## src/verilog/pipe_pkg.sv

```systemverilog
`default_nettype none

package pipe_pkg;

    // instruction address / pc
    typedef logic [31:0] addr_t;
    // exception code reported at MEM, zero means none
    typedef logic [31:0] excode_t;
    // bit 0 pc, 1 if, 2 id, 3 ex, 4 mem, 5 wb
    typedef logic [5:0]  stall_t;
    typedef logic [31:0] count_t;

    // exception codes
    localparam excode_t EXC_INT        = 32'h0000_0001;
    localparam excode_t EXC_SYSCALL    = 32'h0000_0008;
    localparam excode_t EXC_BREAK      = 32'h0000_0009;
    localparam excode_t EXC_RI         = 32'h0000_000a;
    localparam excode_t EXC_OV         = 32'h0000_000c;
    localparam excode_t EXC_TRAP       = 32'h0000_000d;
    localparam excode_t EXC_ERET       = 32'h0000_000e;
    // address errors
    localparam excode_t EXC_ADEL       = 32'h0000_0004;
    localparam excode_t EXC_ADES       = 32'h0000_0005;
    // tlb refill, go to the refill vector
    localparam excode_t EXC_TLBRL_CODE = 32'h0000_0011;
    localparam excode_t EXC_TLBRL_DATA = 32'h0000_0012;
    localparam excode_t EXC_TLBRS      = 32'h0000_0013;
    // tlb invalid and modify
    localparam excode_t EXC_TLBIL_CODE = 32'h0000_0021;
    localparam excode_t EXC_TLBIL_DATA = 32'h0000_0022;
    localparam excode_t EXC_TLBIS      = 32'h0000_0023;
    localparam excode_t EXC_TLBM       = 32'h0000_0024;

    // exception vectors
    localparam addr_t GENERAL_VECTOR = 32'hBFC0_0380;
    localparam addr_t REFILL_VECTOR  = 32'hBFC0_0200;

    // stall patterns, a set bit holds that stage
    localparam stall_t STALL_MEM  = 6'b011111;
    localparam stall_t STALL_EX   = 6'b001111;
    localparam stall_t STALL_ID   = 6'b000111;
    localparam stall_t STALL_NONE = 6'b000000;

endpackage

`default_nettype wire

```

## src/verilog/pc_gen.sv

```systemverilog
`timescale 1ns/1ps
`default_nettype none

module pc_gen
    import pipe_pkg::*;
#(
    parameter addr_t RESET_PC = 32'hBFC0_0000
)
(
    input  wire logic   clk,
    input  wire logic   rst_n,
    input  wire stall_t stall,
    input  wire logic   flush,
    input  wire addr_t  new_pc,
    output addr_t       pc
);

    addr_t pc_q;
    addr_t pc_next;
    logic  hold;

    // only the pc bit of the stall vector matters here
    assign hold = stall[0];

    always_comb
    begin
        if (flush)
        begin
            // redirect wins over a hold
            pc_next = new_pc;
        end
        else if (hold)
        begin
            pc_next = pc_q;
        end
        else
        begin
            pc_next = pc_q + 32'd4;
        end
    end

    always_ff @(posedge clk)
    begin
        if (!rst_n)
        begin
            pc_q <= RESET_PC;
        end
        else
        begin
            pc_q <= pc_next;
        end
    end

    assign pc = pc_q;

endmodule

`default_nettype wire

```

## src/verilog/pipe_top.sv

```systemverilog
`timescale 1ns/1ps
`default_nettype none

module pipe_top
    import pipe_pkg::*;
#(
    parameter addr_t RESET_PC = 32'hBFC0_0000
)
(
    input  wire logic    clk,
    input  wire logic    rst_n,
    input  wire logic    stallreq_id,
    input  wire logic    stallreq_ex,
    input  wire logic    stallreq_mem,
    input  wire excode_t excode,
    output addr_t        fetch_pc,
    output logic         flush,
    output addr_t        new_pc,
    output logic         retire_valid,
    output addr_t        retire_pc,
    output count_t       retire_count
);

    stall_t     stall;
    addr_t      epc;
    // token chain, entry 0 is the fetch side
    logic [4:0] stage_valid;
    addr_t      stage_pc [0:4];

    stall_ctrl u_stall_ctrl (
        .stallreq_id  (stallreq_id),
        .stallreq_ex  (stallreq_ex),
        .stallreq_mem (stallreq_mem),
        .excode       (excode),
        .epc          (epc),
        .stall        (stall),
        .flush        (flush),
        .new_pc       (new_pc)
    );

    pc_gen #(
        .RESET_PC (RESET_PC)
    ) u_pc_gen (
        .clk    (clk),
        .rst_n  (rst_n),
        .stall  (stall),
        .flush  (flush),
        .new_pc (new_pc),
        .pc     (fetch_pc)
    );

    // every fetch slot carries an instruction
    assign stage_valid[0] = 1'b1;
    assign stage_pc[0]    = fetch_pc;

    // if/id, id/ex, ex/mem, mem/wb
    for (genvar k = 0; k < 4; k++)
    begin : g_stage
        stage_reg u_stage_reg (
            .clk       (clk),
            .rst_n     (rst_n),
            .hold_self (stall[k+1]),
            .hold_next (stall[k+2]),
            .flush     (flush),
            .valid_in  (stage_valid[k]),
            .pc_in     (stage_pc[k]),
            .valid_out (stage_valid[k+1]),
            .pc_out    (stage_pc[k+1])
        );
    end

    retire_unit u_retire_unit (
        .clk          (clk),
        .rst_n        (rst_n),
        .valid_in     (stage_valid[4]),
        .pc_in        (stage_pc[4]),
        .retire_valid (retire_valid),
        .retire_pc    (retire_pc),
        .retire_count (retire_count),
        .epc          (epc)
    );

endmodule

`default_nettype wire

```

## src/verilog/retire_unit.sv

```systemverilog
`timescale 1ns/1ps
`default_nettype none

module retire_unit
    import pipe_pkg::*;
(
    input  wire logic  clk,
    input  wire logic  rst_n,
    input  wire logic  valid_in,
    input  wire addr_t pc_in,
    output logic       retire_valid,
    output addr_t      retire_pc,
    output count_t     retire_count,
    output addr_t      epc
);

    count_t count_q;
    addr_t  epc_q;

    // wb never stalls, the last register drains straight out
    assign retire_valid = valid_in;
    assign retire_pc    = pc_in;

    // retired instruction count
    always_ff @(posedge clk)
    begin
        if (!rst_n)
        begin
            count_q <= '0;
        end
        else if (retire_valid)
        begin
            count_q <= count_q + 32'd1;
        end
    end

    // return address for eret
    always_ff @(posedge clk)
    begin
        if (!rst_n)
        begin
            epc_q <= '0;
        end
        else if (retire_valid)
        begin
            epc_q <= retire_pc;
        end
    end

    assign retire_count = count_q;
    assign epc          = epc_q;

endmodule

`default_nettype wire

```

## src/verilog/stage_reg.sv

```systemverilog
`timescale 1ns/1ps
`default_nettype none

module stage_reg
    import pipe_pkg::*;
(
    input  wire logic  clk,
    input  wire logic  rst_n,
    input  wire logic  hold_self,
    input  wire logic  hold_next,
    input  wire logic  flush,
    input  wire logic  valid_in,
    input  wire addr_t pc_in,
    output logic       valid_out,
    output addr_t      pc_out
);

    logic  valid_q;
    addr_t pc_q;
    logic  bubble;

    // this stage stops but the next one moves on
    assign bubble = hold_self && !hold_next;

    // token valid bit
    always_ff @(posedge clk)
    begin
        if (!rst_n)
        begin
            valid_q <= 1'b0;
        end
        else if (flush || bubble)
        begin
            valid_q <= 1'b0;
        end
        else if (!hold_self)
        begin
            valid_q <= valid_in;
        end
    end

    // pc payload, kept on a bubble or a hold
    always_ff @(posedge clk)
    begin
        if (!flush && !hold_self)
        begin
            pc_q <= pc_in;
        end
    end

    assign valid_out = valid_q;
    assign pc_out    = pc_q;

endmodule

`default_nettype wire

```

## src/verilog/stall_ctrl.sv

```systemverilog
`timescale 1ns/1ps
`default_nettype none

module stall_ctrl
    import pipe_pkg::*;
(
    input  wire logic    stallreq_id,
    input  wire logic    stallreq_ex,
    input  wire logic    stallreq_mem,
    input  wire excode_t excode,
    input  wire addr_t   epc,
    output stall_t       stall,
    output logic         flush,
    output addr_t        new_pc
);

    logic  exc_taken;
    addr_t exc_vector;

    assign exc_taken = (excode != '0);

    // target address for each exception code
    always_comb
    begin
        case (excode)
            EXC_TLBRL_CODE,
            EXC_TLBRL_DATA,
            EXC_TLBRS:
            begin
                exc_vector = REFILL_VECTOR;
            end
            EXC_ERET:
            begin
                // return to the last retired pc
                exc_vector = epc;
            end
            default:
            begin
                // all other codes take the general vector
                exc_vector = GENERAL_VECTOR;
            end
        endcase
    end

    // an exception outranks every stall request
    always_comb
    begin
        stall  = STALL_NONE;
        flush  = 1'b0;
        new_pc = '0;
        if (exc_taken)
        begin
            // flush everything and ignore the stalls
            flush  = 1'b1;
            new_pc = exc_vector;
        end
        else if (stallreq_mem)
        begin
            stall = STALL_MEM;
        end
        else if (stallreq_ex)
        begin
            stall = STALL_EX;
        end
        else if (stallreq_id)
        begin
            stall = STALL_ID;
        end
    end

endmodule

`default_nettype wire
```

## config.mk

```make
export PLATFORM = sky130hd
export DESIGN_NAME = pipe_top
export DESIGN_NICKNAME = d
export VERILOG_FILES = /design/src/verilog/pipe_pkg.sv /design/src/verilog/pc_gen.sv /design/src/verilog/pipe_top.sv /design/src/verilog/retire_unit.sv /design/src/verilog/stage_reg.sv /design/src/verilog/stall_ctrl.sv
export SDC_FILE = /design/constraint.sdc
export NUM_CORES = 1
export LEC_CHECK = 0
export BUFFER_PORTS_ARGS = -buffer_cell sky130_fd_sc_hd__buf_2
export CAP_MARGIN = 40
export CORE_ASPECT_RATIO = 2
export CORE_UTILIZATION = 30
export CTS_CLUSTER_DIAMETER = 120
export DETAILED_ROUTE_END_ITERATION = 7
export GPL_ROUTABILITY_DRIVEN = 0
export PLACE_DENSITY = 0.56
export SETUP_SLACK_MARGIN = 0.1
export SYNTH_ARGS = -nofsm -noshare
export SYNTH_HDL_FRONTEND = slang
export SYNTH_SLANG_ARGS = --single-unit
export TNS_END_PERCENT = 50
```

## constraint.sdc

```tcl
create_clock -name clk -period 11.2 [get_ports clk]
set_input_delay 0.56 -clock clk [delete_from_list [all_inputs] [get_ports clk]]
set_output_delay 0.56 -clock clk [all_outputs]
set_load 0.01 [all_outputs]
```

=== Word-level counts from Yosys, hierarchy flattened ===
Index checks and enable logic that the tools add are counted.

* $add $sub $neg: 2
* Equal/unequal tests: 5
* Muxes and demuxes: 9
* Bitwise logic cells: 1
* Reductions and logical operators: 24

{| class="wikitable"
|+ Operators with widths
! kind !! number
|-
| $eq A32 B5 Y1 const B || 3
|-
| $mux W32 || 3
|-
| $pmux W32 S2 || 1
|-
| $add A32 B1 Y32 const B || 1
|-
| $add A32 B3 Y32 const B || 1
|-
| $eq A32 B4 Y1 const B || 1
|-
| $reduce_bool A32 Y1 || 1
|-
| $mux W6 || 3
|-
| $logic_and A1 B1 Y1 || 8
|-
| $reduce_or A2 Y1 || 4
|-
| $logic_not A1 Y1 || 6
|-
| $logic_or A1 B1 Y1 || 4
|-
| $mux W3 || 1
|-
| $reduce_or A3 Y1 || 1
|-
| $ne A2 B1 Y1 const B || 1
|-
| $mux W1 || 1
|-
| $not A1 Y1 || 1
|}

* Flip-flop bits (word level): 228
* Output and inout port bits: 130

=== Logic depth before layout (Yosys ltp) ===
Gate-level depths: netlist (run 1).

* Word-level depth: 8
* Gate-level depth with buffers: 8
* Depth with buffers taken out: 6

=== Cells and area by module ===
From an unflattened synthesis (run 1), not the netlist that was laid out.

* Cells, all modules: 806
* Area total of the unflattened synthesis: 9562.9 µm²

{| class="wikitable"
|+ By module, submodules not included
! module !! times used !! cells an instance !! area an instance (µm²) !! seq. area each (µm²)
|-
| stage_reg || 4 || 38 || 1007.2 || 980.9
|-
| retire_unit || 1 || 318 || 2956.6 || 1281.2
|-
| pc_gen || 1 || 235 || 1905.6 || 640.6
|-
| stall_ctrl || 1 || 100 || 668.1 || 0.0
|-
| pipe_top || 1 || 1 || 3.8 || 0.0
|}

=== Least setup slack after synthesis (run 1) ===
No wires, ideal clock.

* Path type: in2reg
* From: input excode[0]
* To: register g_stage[0].u_stage_reg.pc_q[0] (enable)
* Setup time: 0.486 ns
* Arrival: 4.659 ns
* Data required time: 10.714 ns
* Setup slack: 6.055 ns
* Cell stages on the path: 7
* Buffers on the path: 2
* Path through: or4_1 > buf_2 > or3_4 > nor3_4 > inv_2 > buf_6 > nor2_1

* Cells in the longest elaborated chain, start to end: 4
* Elaborated cells between the ends (all ways): 6

{| class="wikitable"
|+ Ends and longest elaborated chain
! element !! RTL line !! text
|-
| start: declaration || pipe_top.sv:15 || <nowiki>input wire excode_t excode,</nowiki>
|-
| $reduce_bool A32 Y1 || stall_ctrl.sv:20 || <nowiki>assign exc_taken = (excode != '0);</nowiki>
|-
| $mux W1 || stall_ctrl.sv:51 || <nowiki>if (exc_taken)</nowiki>
|-
| named net flush || pipe_top.sv:17 || <nowiki>output logic flush,</nowiki>
|-
| $logic_not A1 Y1 || stage_reg.sv:45 || <nowiki>if (!flush && !hold_self)</nowiki>
|-
| $logic_and A1 B1 Y1 || stage_reg.sv:45 ||
|-
| end signal: assignment || stage_reg.sv:47 || <nowiki>pc_q <= pc_in;</nowiki>
|-
| end: declaration || stage_reg.sv:19 || <nowiki>addr_t pc_q;</nowiki>
|}

The timed path passes the listed nets, and every way through them passes these cells.
A chain may end at the register's enable or synchronous reset.

=== Worst setup path in the final report (run 1) ===
* From: input excode[28]
* To: register g_stage[0].u_stage_reg.pc_q[27] (enable)

* Cells in the longest elaborated chain, start to end: 4
* Elaborated cells between the ends (all ways): 6

{| class="wikitable"
|+ Ends and longest elaborated chain
! element !! RTL line
|-
| $reduce_bool A32 Y1 (*) || stall_ctrl.sv:20
|-
| $mux W1 or $mux W6 (tied branches) || stall_ctrl.sv:51
|-
| $logic_not A1 Y1 (on tied branches) || --
|-
| $logic_and A1 B1 Y1 (*) || stage_reg.sv:45
|}

Every way passes the cells marked *; elsewhere a longest branch is shown, timed or not.

==> results of run 1 <==
sequential cells by signal, summed over array words and instances, names as in the netlist:
name	count
u_retire_unit.retire_count	32
g_stage.u_stage_reg.pc_out	128
g_stage.u_stage_reg.valid_out	4
u_pc_gen.pc	32
u_retire_unit.epc	32
cell families after synthesis:
logic type | synth area share, %
XOR/XNOR | 2.47
AND/OR/NAND/NOR | 19.6
multiplexers | 4.34
buffers and inverters | 2.26
AO/OA/AOI/OAI | 7.71
adder cells (fa/ha/maj) | 0.271
flip-flops | 63.3
layer usage:
layer  up-vias  track usage, %
met1      3340            19.3
met5         -               0
met3        76            1.99
met4         0            9.16
met2       265            33.5
li1       3195               -
per-stage QoR:
stage / worst slack (ns) / hold slack, ns / cell area [sq um] / cells / total power (W)
floorplan: 6.06 / 0.400 / 9230 / 762 / 0.000906
global placement: 6.99 / 0.401 / 10500 / 1269 / 0.000919
detailed placement: 6.85 / 0.405 / 10500 / 1273 / 0.000920
CTS: 7.39 / 0.378 / 11200 / 1313 / 0.00167
global route: 7.10 / 0.410 / 11200 / 1313 / 0.00170
finish: 7.44 / 0.389 / 11200 / 1313 / 0.00165
power groups by stage:
| stage | combinational, W | clock, W | sequential, W |
|---|---|---|---|
| 2_1_floorplan | 0.0000122 | 0 | 0.000894 |
| 3_3_place_gp | 0.0000249 | 0 | 0.000894 |
| 3_5_place_dp | 0.0000254 | 0 | 0.000894 |
| 4_1_cts | 0.0000254 | 0.000772 | 0.000875 |
| 5_1_grt | 0.0000272 | 0.000798 | 0.000875 |
| 6_report | 0.0000253 | 0.000746 | 0.000876 |
cells in the mapped netlist (4+ instances only):
cell,instances
nor3_2,4
o31ai_1,6
nand2b_1,7
a31oi_1,7
nand4_1,23
o21ai_0,13
nor4_1,27
xor2_1,10
nand3_1,28
inv_1,10
a22oi_1,5
nor2b_1,36
nor3_1,22
a2111oi_0,4
a21oi_1,27
mux2i_1,40
nor2_1,38
and4_1,10
a211oi_1,7
and3_1,13
and2_1,43
buf_2,5
xnor2_1,16
dfxtp_1,100
edfxtp_1,128
clkbuf_1,28
nand2_1,37
or3_1,11
area by class of cell:
type	count	area share, %
clock buffers	28	5.20
inverters	11	0.368
repair buffers	180	8.42
flip-flops and latches	228	52.2
well taps	368	4.11
clock inverters	12	1.13
multi-input cells	486	28.6
layout by cell type, fill, tap and decap left out, drive strengths merged, types with 14 or more instances in the layout:
cell,count
buf,180
edfxtp,128
dfxtp,100
and2,43
mux2i,40
nor2,38
nand2,37
nor2b,36
nand3,29
nor4,28
clkbuf,28
a21oi,27
nor3,27
nand4,23
xnor2,16
o21ai,14
critical path: cells and delay by family:
kind / cells / cell delay [ns]
AND/OR/NAND/NOR: 4 / 2.35
buffers and inverters: 3 / 0.95
how the worst max path moves through the flow:
stage | startpoint | end | slack [ns]
3_3_place_gp | excode[0] | g_stage[2].u_stage_reg.pc_out[27]$_DFFE_PP_ | 6.99
6_report | excode[28] | g_stage[0].u_stage_reg.pc_out[27]$_DFFE_PP_ | 7.44
4_1_cts | excode[28] | g_stage[1].u_stage_reg.pc_out[31]$_DFFE_PP_ | 7.39
2_1_floorplan | excode[0] | g_stage[0].u_stage_reg.pc_out[0]$_DFFE_PP_ | 6.06
5_1_grt | excode[28] | g_stage[0].u_stage_reg.pc_out[23]$_DFFE_PP_ | 7.10
3_5_place_dp | excode[28] | g_stage[1].u_stage_reg.pc_out[31]$_DFFE_PP_ | 6.85
==> results by group, run 1 <==
Clocking
  – Post-CTS setup buffers: 0
  – Post_cts resized: 0
  – Cts hold-fix bufs: 0
  – Clock-pin slew on the worst setup and hold paths: 0.07 ns
  – Clk_lat worst skew: 0.53 ns
  – CTS Buf Count: 22
  – CTS HTree Levels: 1
  – Clk root buf: clkbuf_16
  – Max Root-Sink Buffers: 3
  – TritonCTS clock tree: yes
  – Sink Count: between 200 and 250

Timing
  – Hold Vio Cnt, Final: 0
  – Period utilization: 33.6%
  – Worst-margin pin slew: ~0.9 ns
  – Final Max Tran Viols: 0
  – Final TNS setup: 0 ns
  – F_max: 266 MHz
  – Slew margin rel.: between 30% and 40%
  – Unrepaired setup endpoints after global routing: false
  – Setup violators final: 0
  – Post-Route Skew: 0.0155 ns
  – Period minus WS final: between 3 and 4 ns

Worst setup path
  – Flop2flop setup slack: roughly 8.5 ns
  – Critical Path, Cell by Cell: buf_2 -> nor4_1 -> nand4_1 -> nor3_4 -> inv_2 -> nor2_4 -> buf_4
  – Worst-case reg-to-reg path depth: 5
  – Crit path largest cell delay: 0.69 ns
  – Setup crit start kind: input port
  – Arrival time of the worst setup path: ~4 ns
  – Max Fanout on Critical Path: 37
  – Setup CP Type: input port to register
  – Critical R2R Launch: u_pc_gen.pc[4]$_SDFFE_PN0P_
  – Worst path required time: between 10 and 15 ns
  – Slowest CP cell: nor3_4
  – Reg-to-Reg End: u_pc_gen.pc[27]$_SDFFE_PN1P_
  – Worst setup EP type: register

Power
  – Switching Share: a little over a fifth
  – Flop pwr share: around 53%
  – Comb pwr share: 1.5%
  – Pint: 0.00130 W
  – LEAKAGE: between 4 and 5 nW
  – Clock network power share: between 40 and 50%
  – Pwr Density: about 150 nW/um^2
  – Worst vdd ir: ~0.12 mV
  – Switching pwr: 0.000344 W

Final layout
  – Fin util: 37.1%
  – Antenna diode instance count: 0
  – Area growth, synth to finish: 21.4%
  – Register area: about 5800 sq um
  – Final nets: 968
  – Multi-input logic area: 3210 sq um
  – Share of cells above drive strength 1: between 20 and 30%
  – # fillers: 2991

Routing
  – Routed vias/inst: approximately 5.2
  – Highest Signal Layer: met4
  – Post-Route WL: 28.1 mm
  – Wire length on met2: around 15 mm
  – # DRC: 0
  – Post-Route M1 WL: between 10 and 15 mm
  – Vias post-DR: approximately 6900
  – Initial DRC count: between 600 and 700
  – DR WL met3: between 1 and 1.5 mm
  – DR pass1 iterations: 5
  – Mean routed wirelength per cell: 21.4 microns
  – Antenna-violating nets left: 0

Floorplan
  – Die H: roughly 250 microns
  – Initial core utilization: 30.6%
  – Die X-Extent: roughly 130 microns
  – Die ar.: 31500 sq um
  – FP Rows: 90
  – Core area: 30200 sq um
  – I/O pins: 167

Global route
  – Total global routing overflow: 0
  – Vias in the first global route: 6782
  – Total Routing Usage GR: around 18%
  – Largest net degree at the start of global routing: 88
  – Initial antenna violation count: 0
  – First-pass GRT wire length: about 42 mm

Yosys
  – Cells after synthesis: ~760
  – Cell Area, Synth: 9230 sq um
  – Synth Flop Type: edfxtp_1
  – Async SR Flop Fraction: 0%
  – Top-area cell type share of the netlist area: between 40% and 50%
  – Seq/Total Area, Yosys: ~63%
  – Count of state elements after synthesis: 228
  – Synth cell types: 63
  – Net Count, Synth: 801
  – Synth area leaders: edfxtp_1 42%, dfxtp_1 22%, mux2i_1 4.3%, and2_1 2.9%, nor2b_1 2.4%
  – Count of flip-flops with a built-in enable after synthesis: between 100 and 150
  – Syn avg cell area: 12.1 sq um
  – Synthesis Warnings: 0
  – Largest area contributor in the netlist: edfxtp_1

Min path
  – Hold Path Origin: stallreq_mem
  – WHS Endpoint: g_stage[3].u_stage_reg.valid_out$_SDFFE_PP0N_
  – Worst hold path class: input port to register
  – Hold Path Depth: 2

Place
  – DP Wirelength: slightly above 20 mm
  – IO Port Bufs: roughly 170

Run
  – Max cap viols: 0

Run status
  – Outcome: complete, no violations
No activity file was read; power rests on OpenSTA's default activity.
==> run 2: changes to the inputs <==
==> constraint.sdc (replaced) <==
create_clock -name clk -period 3.5 [get_ports clk]
set_input_delay 0.175 -clock clk [delete_from_list [all_inputs] [get_ports clk]]
set_output_delay 0.175 -clock clk [all_outputs]
set_load 0.01 [all_outputs]
==> run 2 against run 1 <==
  * Global-route usage is 0.26 points higher
  * Utilization is 0.21 points higher
  * Die area stayed put
  * Largest power group unchanged
  * Sequential power grew to 3.2 times the previous value
  * Final area is 0.57% higher
  * Flip-flop and latch count stayed put
  * Final cell count is 0.91% higher
  * Sequential share of layout area is 0.30 points lower
  * Clock power grew to 3.1 times the previous value
  * Worst setup slack worse by 6.4 ns
  * First-iteration DRC count is 2.0% lower
==> results by group, run 2 (same netlist as run 1, synthesis figures left out) <==
Timing
  – Unrepaired setup endpoints after global routing: false
  – Period minus WS final: about 2.5 ns
  – Final Max Tran Viols: 0
  – Hold Vio Cnt, Final: 0
  – Period utilization: 71.7%
  – Slew margin rel.: between 40 and 50%
  – Setup violators final: 0
  – Worst-margin pin slew: between 0.8 and 0.9 ns
  – Final TNS setup: 0 ns
  – F_max: between 300 and 400 MHz
  – Worst hold margin: between 0.05 and 0.06 ns
  – Post-Route Skew: between 0.01 and 0.015 ns

Place
  – Post-placement cell count: 1283
  – IO Port Bufs: ~170
  – DP Wirelength: roughly 21 mm

Routing
  – DR pass1 iterations: 5
  – Antenna-violating nets left: 0
  – Post-Route WL: 28.7 mm
  – Vias post-DR: 7040
  – Mean routed wirelength per cell: roughly 22 microns
  – Initial DRC count: 601
  – # DRC: 0
  – Routed vias/inst: between 5 and 6

Final layout
  – Fin util: ~37%
  – Max reg flops: about 130
  – Commonest non-fill, non-tap cell in the layout: buf_2
  – Share of cells above drive strength 1: approximately a quarter
  – Multi-input logic area: roughly 3200 sq um
  – Most frequent cells in the layout: 166 x buf_2, 128 x edfxtp_1, 99 x dfxtp_1
  – Area growth, synth to finish: 22.1%
  – Final nets: slightly below 1000
  – Non-filler instance count after layout: around 1300
  – Antenna diode instance count: 0
  – # fillers: between 2000 and 3000
  – Register area: around 6000 sq um

Run
  – Max cap viols: 0

Worst setup path
  – CP delay by family, top: simple AND/OR/NAND/NOR gates
  – Crit path buffers/inverters: 0
  – Setup CP Type: register to register
  – Setup crit start kind: register
  – Slowest CP cell: nor3_1
  – Critical Path, Cell by Cell: ha_1 -> nand3_1 -> nor3_1 -> a31oi_1 -> nor3_1 -> o21ai_0
  – Arrival time of the worst setup path: approximately 2.9 ns
  – Max Fanout on Critical Path: 6
  – Most common cell on crit path: nor3_1
  – Worst setup EP type: register
  – Worst path required time: around 3.9 ns
  – Crit path largest cell delay: approximately 0.68 ns

Floorplan
  – FP Rows: 90
  – I/O pins: about 170
  – Initial core utilization: a little under a third
  – Die ar.: about 32000 sq um
  – Core area: between 30000 and 40000 sq um
  – Die X-Extent: ~130 microns
  – Die H: approximately 250 microns

Clocking
  – CTS Buf Count: 23
  – CTS HTree Levels: 1
  – Clk root buf: clkbuf_16
  – TritonCTS clock tree: yes
  – Max Root-Sink Buffers: 3
  – Post-CTS setup buffers: 0
  – Clock-pin slew on the worst setup and hold paths: roughly 0.060 ns
  – Sink Count: 228
  – Clk_lat worst skew: roughly 0.53 ns

Run status
  – Outcome: complete, no violations

Min path
  – Worst hold path class: input port to register

Global route
  – Met1 Use GR: 21.1%
  – Met2 capacity usage during global routing: between 30% and 40%
  – Initial antenna violation count: 0
  – GRT met3 Usage: between 2 and 2.5%
  – Vias in the first global route: between 6000 and 7000
  – Largest net degree at the start of global routing: 86
  – Busiest grt layer: met2
  – First-pass GRT wire length: ~42 mm
  – Total Routing Usage GR: between 10% and 20%
  – Total global routing overflow: 0

Power
  – LEAKAGE: just over 4 nW
  – Overall power of the completed layout: 0.00520 W
  – Pwr Density: 461 nW/um^2
  – Worst vdd ir: around 0.33 mV
## run 2: worst min-delay path, delay by kind of cell
family                 cells  cell delay (ns)
AOI/OAI and AO/OA          2             0.21
buffers and inverters      1             0.15
## run 2: worst paths after layout
path                                              start                                       endpoint  slack, ns  depth (start not counted)
min                                         stallreq_ex  g_stage[1].u_stage_reg.valid_out$_SDFFE_PP0N_       0.05                          3
max                         u_pc_gen.pc[2]$_SDFFE_PN0P_                   u_pc_gen.pc[24]$_SDFFE_PN1P_       0.99                          6
max reg2reg                 u_pc_gen.pc[2]$_SDFFE_PN0P_                   u_pc_gen.pc[24]$_SDFFE_PN1P_       0.99                          6
min reg2reg  g_stage[2].u_stage_reg.pc_out[7]$_DFFE_PP_     g_stage[3].u_stage_reg.pc_out[7]$_DFFE_PP_       0.41                          0
## run 2: area by class of cell
cell class / instances / share of cell area, %
sequential: 228 / 51.9
multi-input combinational: 486 / 28.5
timing repair buffer: 191 / 9.20
clock buffer: 35 / 5.60
tap: 368 / 4.09
clock inverter: 6 / 0.377
inverter: 11 / 0.366
## run 2: routing by layer
metal,up-vias,share of wire [%]
li1,3217,-
met1,3424,38
met2,319,51
met3,80,6.1
met4,0,4.9
met5,-,0
## run 2: what timing repair did
| action | CTS | global route |
|---|---|---|
| hold buffers | 1 | 0 |
| gates resized for setup | 0 | 0 |
| hold endpoints to repair | 1 | 0 |
## run 2: stage by stage
stage / setup WS, ns / instance area (sq um)
2_1_floorplan: 0.123 / 9240
3_3_place_gp: 0.591 / 10600
3_5_place_dp: 0.548 / 10600
4_1_cts: 0.985 / 11300
5_1_grt: 0.872 / 11300
6_report: 0.990 / 11300
## run 2: report_power, final
group	total (W)	switching, W	internal, W
Sequential	0.00280	0.00000341	0.00280
Combinational	0.0000929	0.0000588	0.0000341
Clock	0.00230	0.00105	0.00125
Total	0.00520	0.00111	0.00408
==> run 3: changes to the inputs <==
==> constraint.sdc (replaced) <==
create_clock -name clk -period 2.6 [get_ports clk]
set_input_delay 0.13 -clock clk [delete_from_list [all_inputs] [get_ports clk]]
set_output_delay 0.13 -clock clk [all_outputs]
set_load 0.01 [all_outputs]
==> run 3 against run 2 <==
  * Worst hold slack improved by 0.067 ns
  * Largest cell class unchanged
  * Clock skew rose by 0.0028 ns
  * Final area rose by 3.5%
  * Highest routed layer unchanged
==> results by group, run 3 (same netlist as run 1, synthesis figures left out) <==
Final layout
  – Fin util: 38.7%
  – Share of cells above drive strength 1: around 28%
  – Final nets: just over 1000
  – Register area: 5850 sq um
  – Max reg flops: 128
  – Most frequent cells in the layout: 166 x buf_2, 128 x edfxtp_1, 99 x dfxtp_1
  – Commonest non-fill, non-tap cell in the layout: buf_2
  – Area growth, synth to finish: 26.4%
  – # fillers: between 2000 and 3000
  – Multi-input logic area: 3220 sq um
  – Antenna diode instance count: 0

Timing
  – Period minus WS final: approximately 2.3 ns
  – Setup violators final: 0
  – Hold Vio Cnt, Final: 0
  – Unrepaired setup endpoints after global routing: false
  – Final Max Tran Viols: 0
  – Worst hold margin: about 0.12 ns
  – Post-Route Skew: approximately 0.013 ns
  – Worst-margin pin slew: between 0.8 and 0.9 ns
  – F_max: approximately 430 MHz
  – Period utilization: 90.3%
  – Slew margin rel.: between 40% and 50%

Floorplan
  – Die ar.: between 30000 and 40000 sq um
  – I/O pins: between 150 and 200
  – Die H: 250 microns
  – Core area: 30200 sq um
  – Die X-Extent: about 130 microns
  – FP Rows: 90
  – Initial core utilization: between 30% and 40%

Worst setup path
  – Critical Path, Cell by Cell: ha_1 -> nand3_1 -> or3_1 -> or4_1 -> a21oi_1 -> o31ai_1
  – Setup CP Type: register to register
  – Worst setup EP type: register
  – Worst path required time: 3.01 ns
  – Setup crit start kind: register
  – Crit path largest cell delay: about 0.55 ns
  – Slowest CP cell: or3_1
  – Crit path buffers/inverters: 0
  – CP delay by family, top: simple AND/OR/NAND/NOR gates
  – Max Fanout on Critical Path: 6
  – Arrival time of the worst setup path: approximately 2.8 ns

Power
  – Worst vdd ir: between 0.5 and 0.6 mV
  – LEAKAGE: 4.36 nW
  – Pwr Density: about 640 nW/um^2

Routing
  – Vias post-DR: 7021
  – Initial DRC count: approximately 500
  – Post-Route WL: between 20 and 30 mm
  – # DRC: 0
  – Antenna-violating nets left: 0
  – Mean routed wirelength per cell: around 21 microns
  – DR pass1 iterations: 8
  – DR WL met3: ~1.4 mm
  – Post-Route M1 WL: 10.5 mm
  – Routed vias/inst: 5.18
  – Highest Signal Layer: met4
  – Wire length on met2: approximately 15 mm

Global route
  – Initial antenna violation count: 0
  – Total Routing Usage GR: a little under a fifth
  – Total global routing overflow: 0
  – Largest net degree at the start of global routing: between 50 and 60
  – First-pass GRT wire length: ~42 mm
  – Vias in the first global route: 6964

Clocking
  – CTS HTree Levels: 1
  – Post_cts resized: 0
  – Clock-pin slew on the worst setup and hold paths: approximately 0.07 ns
  – Sink Count: roughly 230
  – Max Root-Sink Buffers: 3
  – Post-CTS setup buffers: 0
  – Cts hold-fix bufs: 3
  – TritonCTS clock tree: yes
  – Clk root buf: clkbuf_16
  – CTS Buf Count: 23
  – Clk_lat worst skew: about 0.52 ns

Place
  – DP Wirelength: roughly 21 mm
  – IO Port Bufs: roughly 170

Run status
  – Outcome: complete, no violations

Min path
  – Worst hold path class: input port to register

Run
  – Max cap viols: 0
==> run 3: tightest hold or removal path: stages <==
cell	delay, ns
buf_2	0.10
nor3_2	0.05
buf_4	0.19
nand2_1	0.08
a21oi_1	0.05
==> run 3: worst paths after layout <==
path | depth (start not counted) | endpoint | slack (ns) | startpoint
worst max-delay path | 6 | u_pc_gen.pc[28]$_SDFFE_PN1P_ | 0.25 | u_pc_gen.pc[3]$_SDFFE_PN0P_
worst min register to register | 0 | g_stage[2].u_stage_reg.pc_out[27]$_DFFE_PP_ | 0.41 | g_stage[1].u_stage_reg.pc_out[27]$_DFFE_PP_
worst max register to register | 6 | u_pc_gen.pc[28]$_SDFFE_PN1P_ | 0.25 | u_pc_gen.pc[3]$_SDFFE_PN0P_
worst min-delay path | 5 | g_stage[1].u_stage_reg.valid_out$_SDFFE_PP0N_ | 0.12 | stallreq_id
==> run 3: report_power, final <==
| group | leakage (nW) | switching (W) | internal, W |
|---|---|---|---|
| combinational | 2.01 | 0.0000729 | 0.0000515 |
| clock | 0.388 | 0.00141 | 0.00212 |
| sequential | 1.97 | 0.00000292 | 0.00377 |
| total | 4.36 | 0.00148 | 0.00594 |
==> run 3: per-layer routing <==
| layer | global-route usage [%] | vias up |
|---|---|---|
| met3 | 2.33 | 67 |
| met5 | 0 | - |
| met4 | 9.36 | 0 |
| li1 | - | 3277 |
| met2 | 33.1 | 269 |
| met1 | 20.2 | 3408 |
==> run 3: area by class of cell <==
class,instances,area share [%]
sequential,228,50.1
clock inverter,10,1.34
tap,368,3.95
multi-input combinational,486,27.6
inverter,11,0.354
timing repair buffer,221,11.3
clock buffer,31,5.45
==> run 3: per-stage QoR <==
stage               cell area, sq um  setup WS, ns  power, W  TNS, ns  instances
global route                   11700         0.106   0.00762        0       1355
detailed placement             10800         0.184   0.00397        0       1311
floorplan                       9260        -0.296   0.00391   -29.07        762
finish                         11700         0.251   0.00742        0       1355
CTS                            11700         0.270   0.00751        0       1355
global placement               10800         0.215   0.00397        0       1311
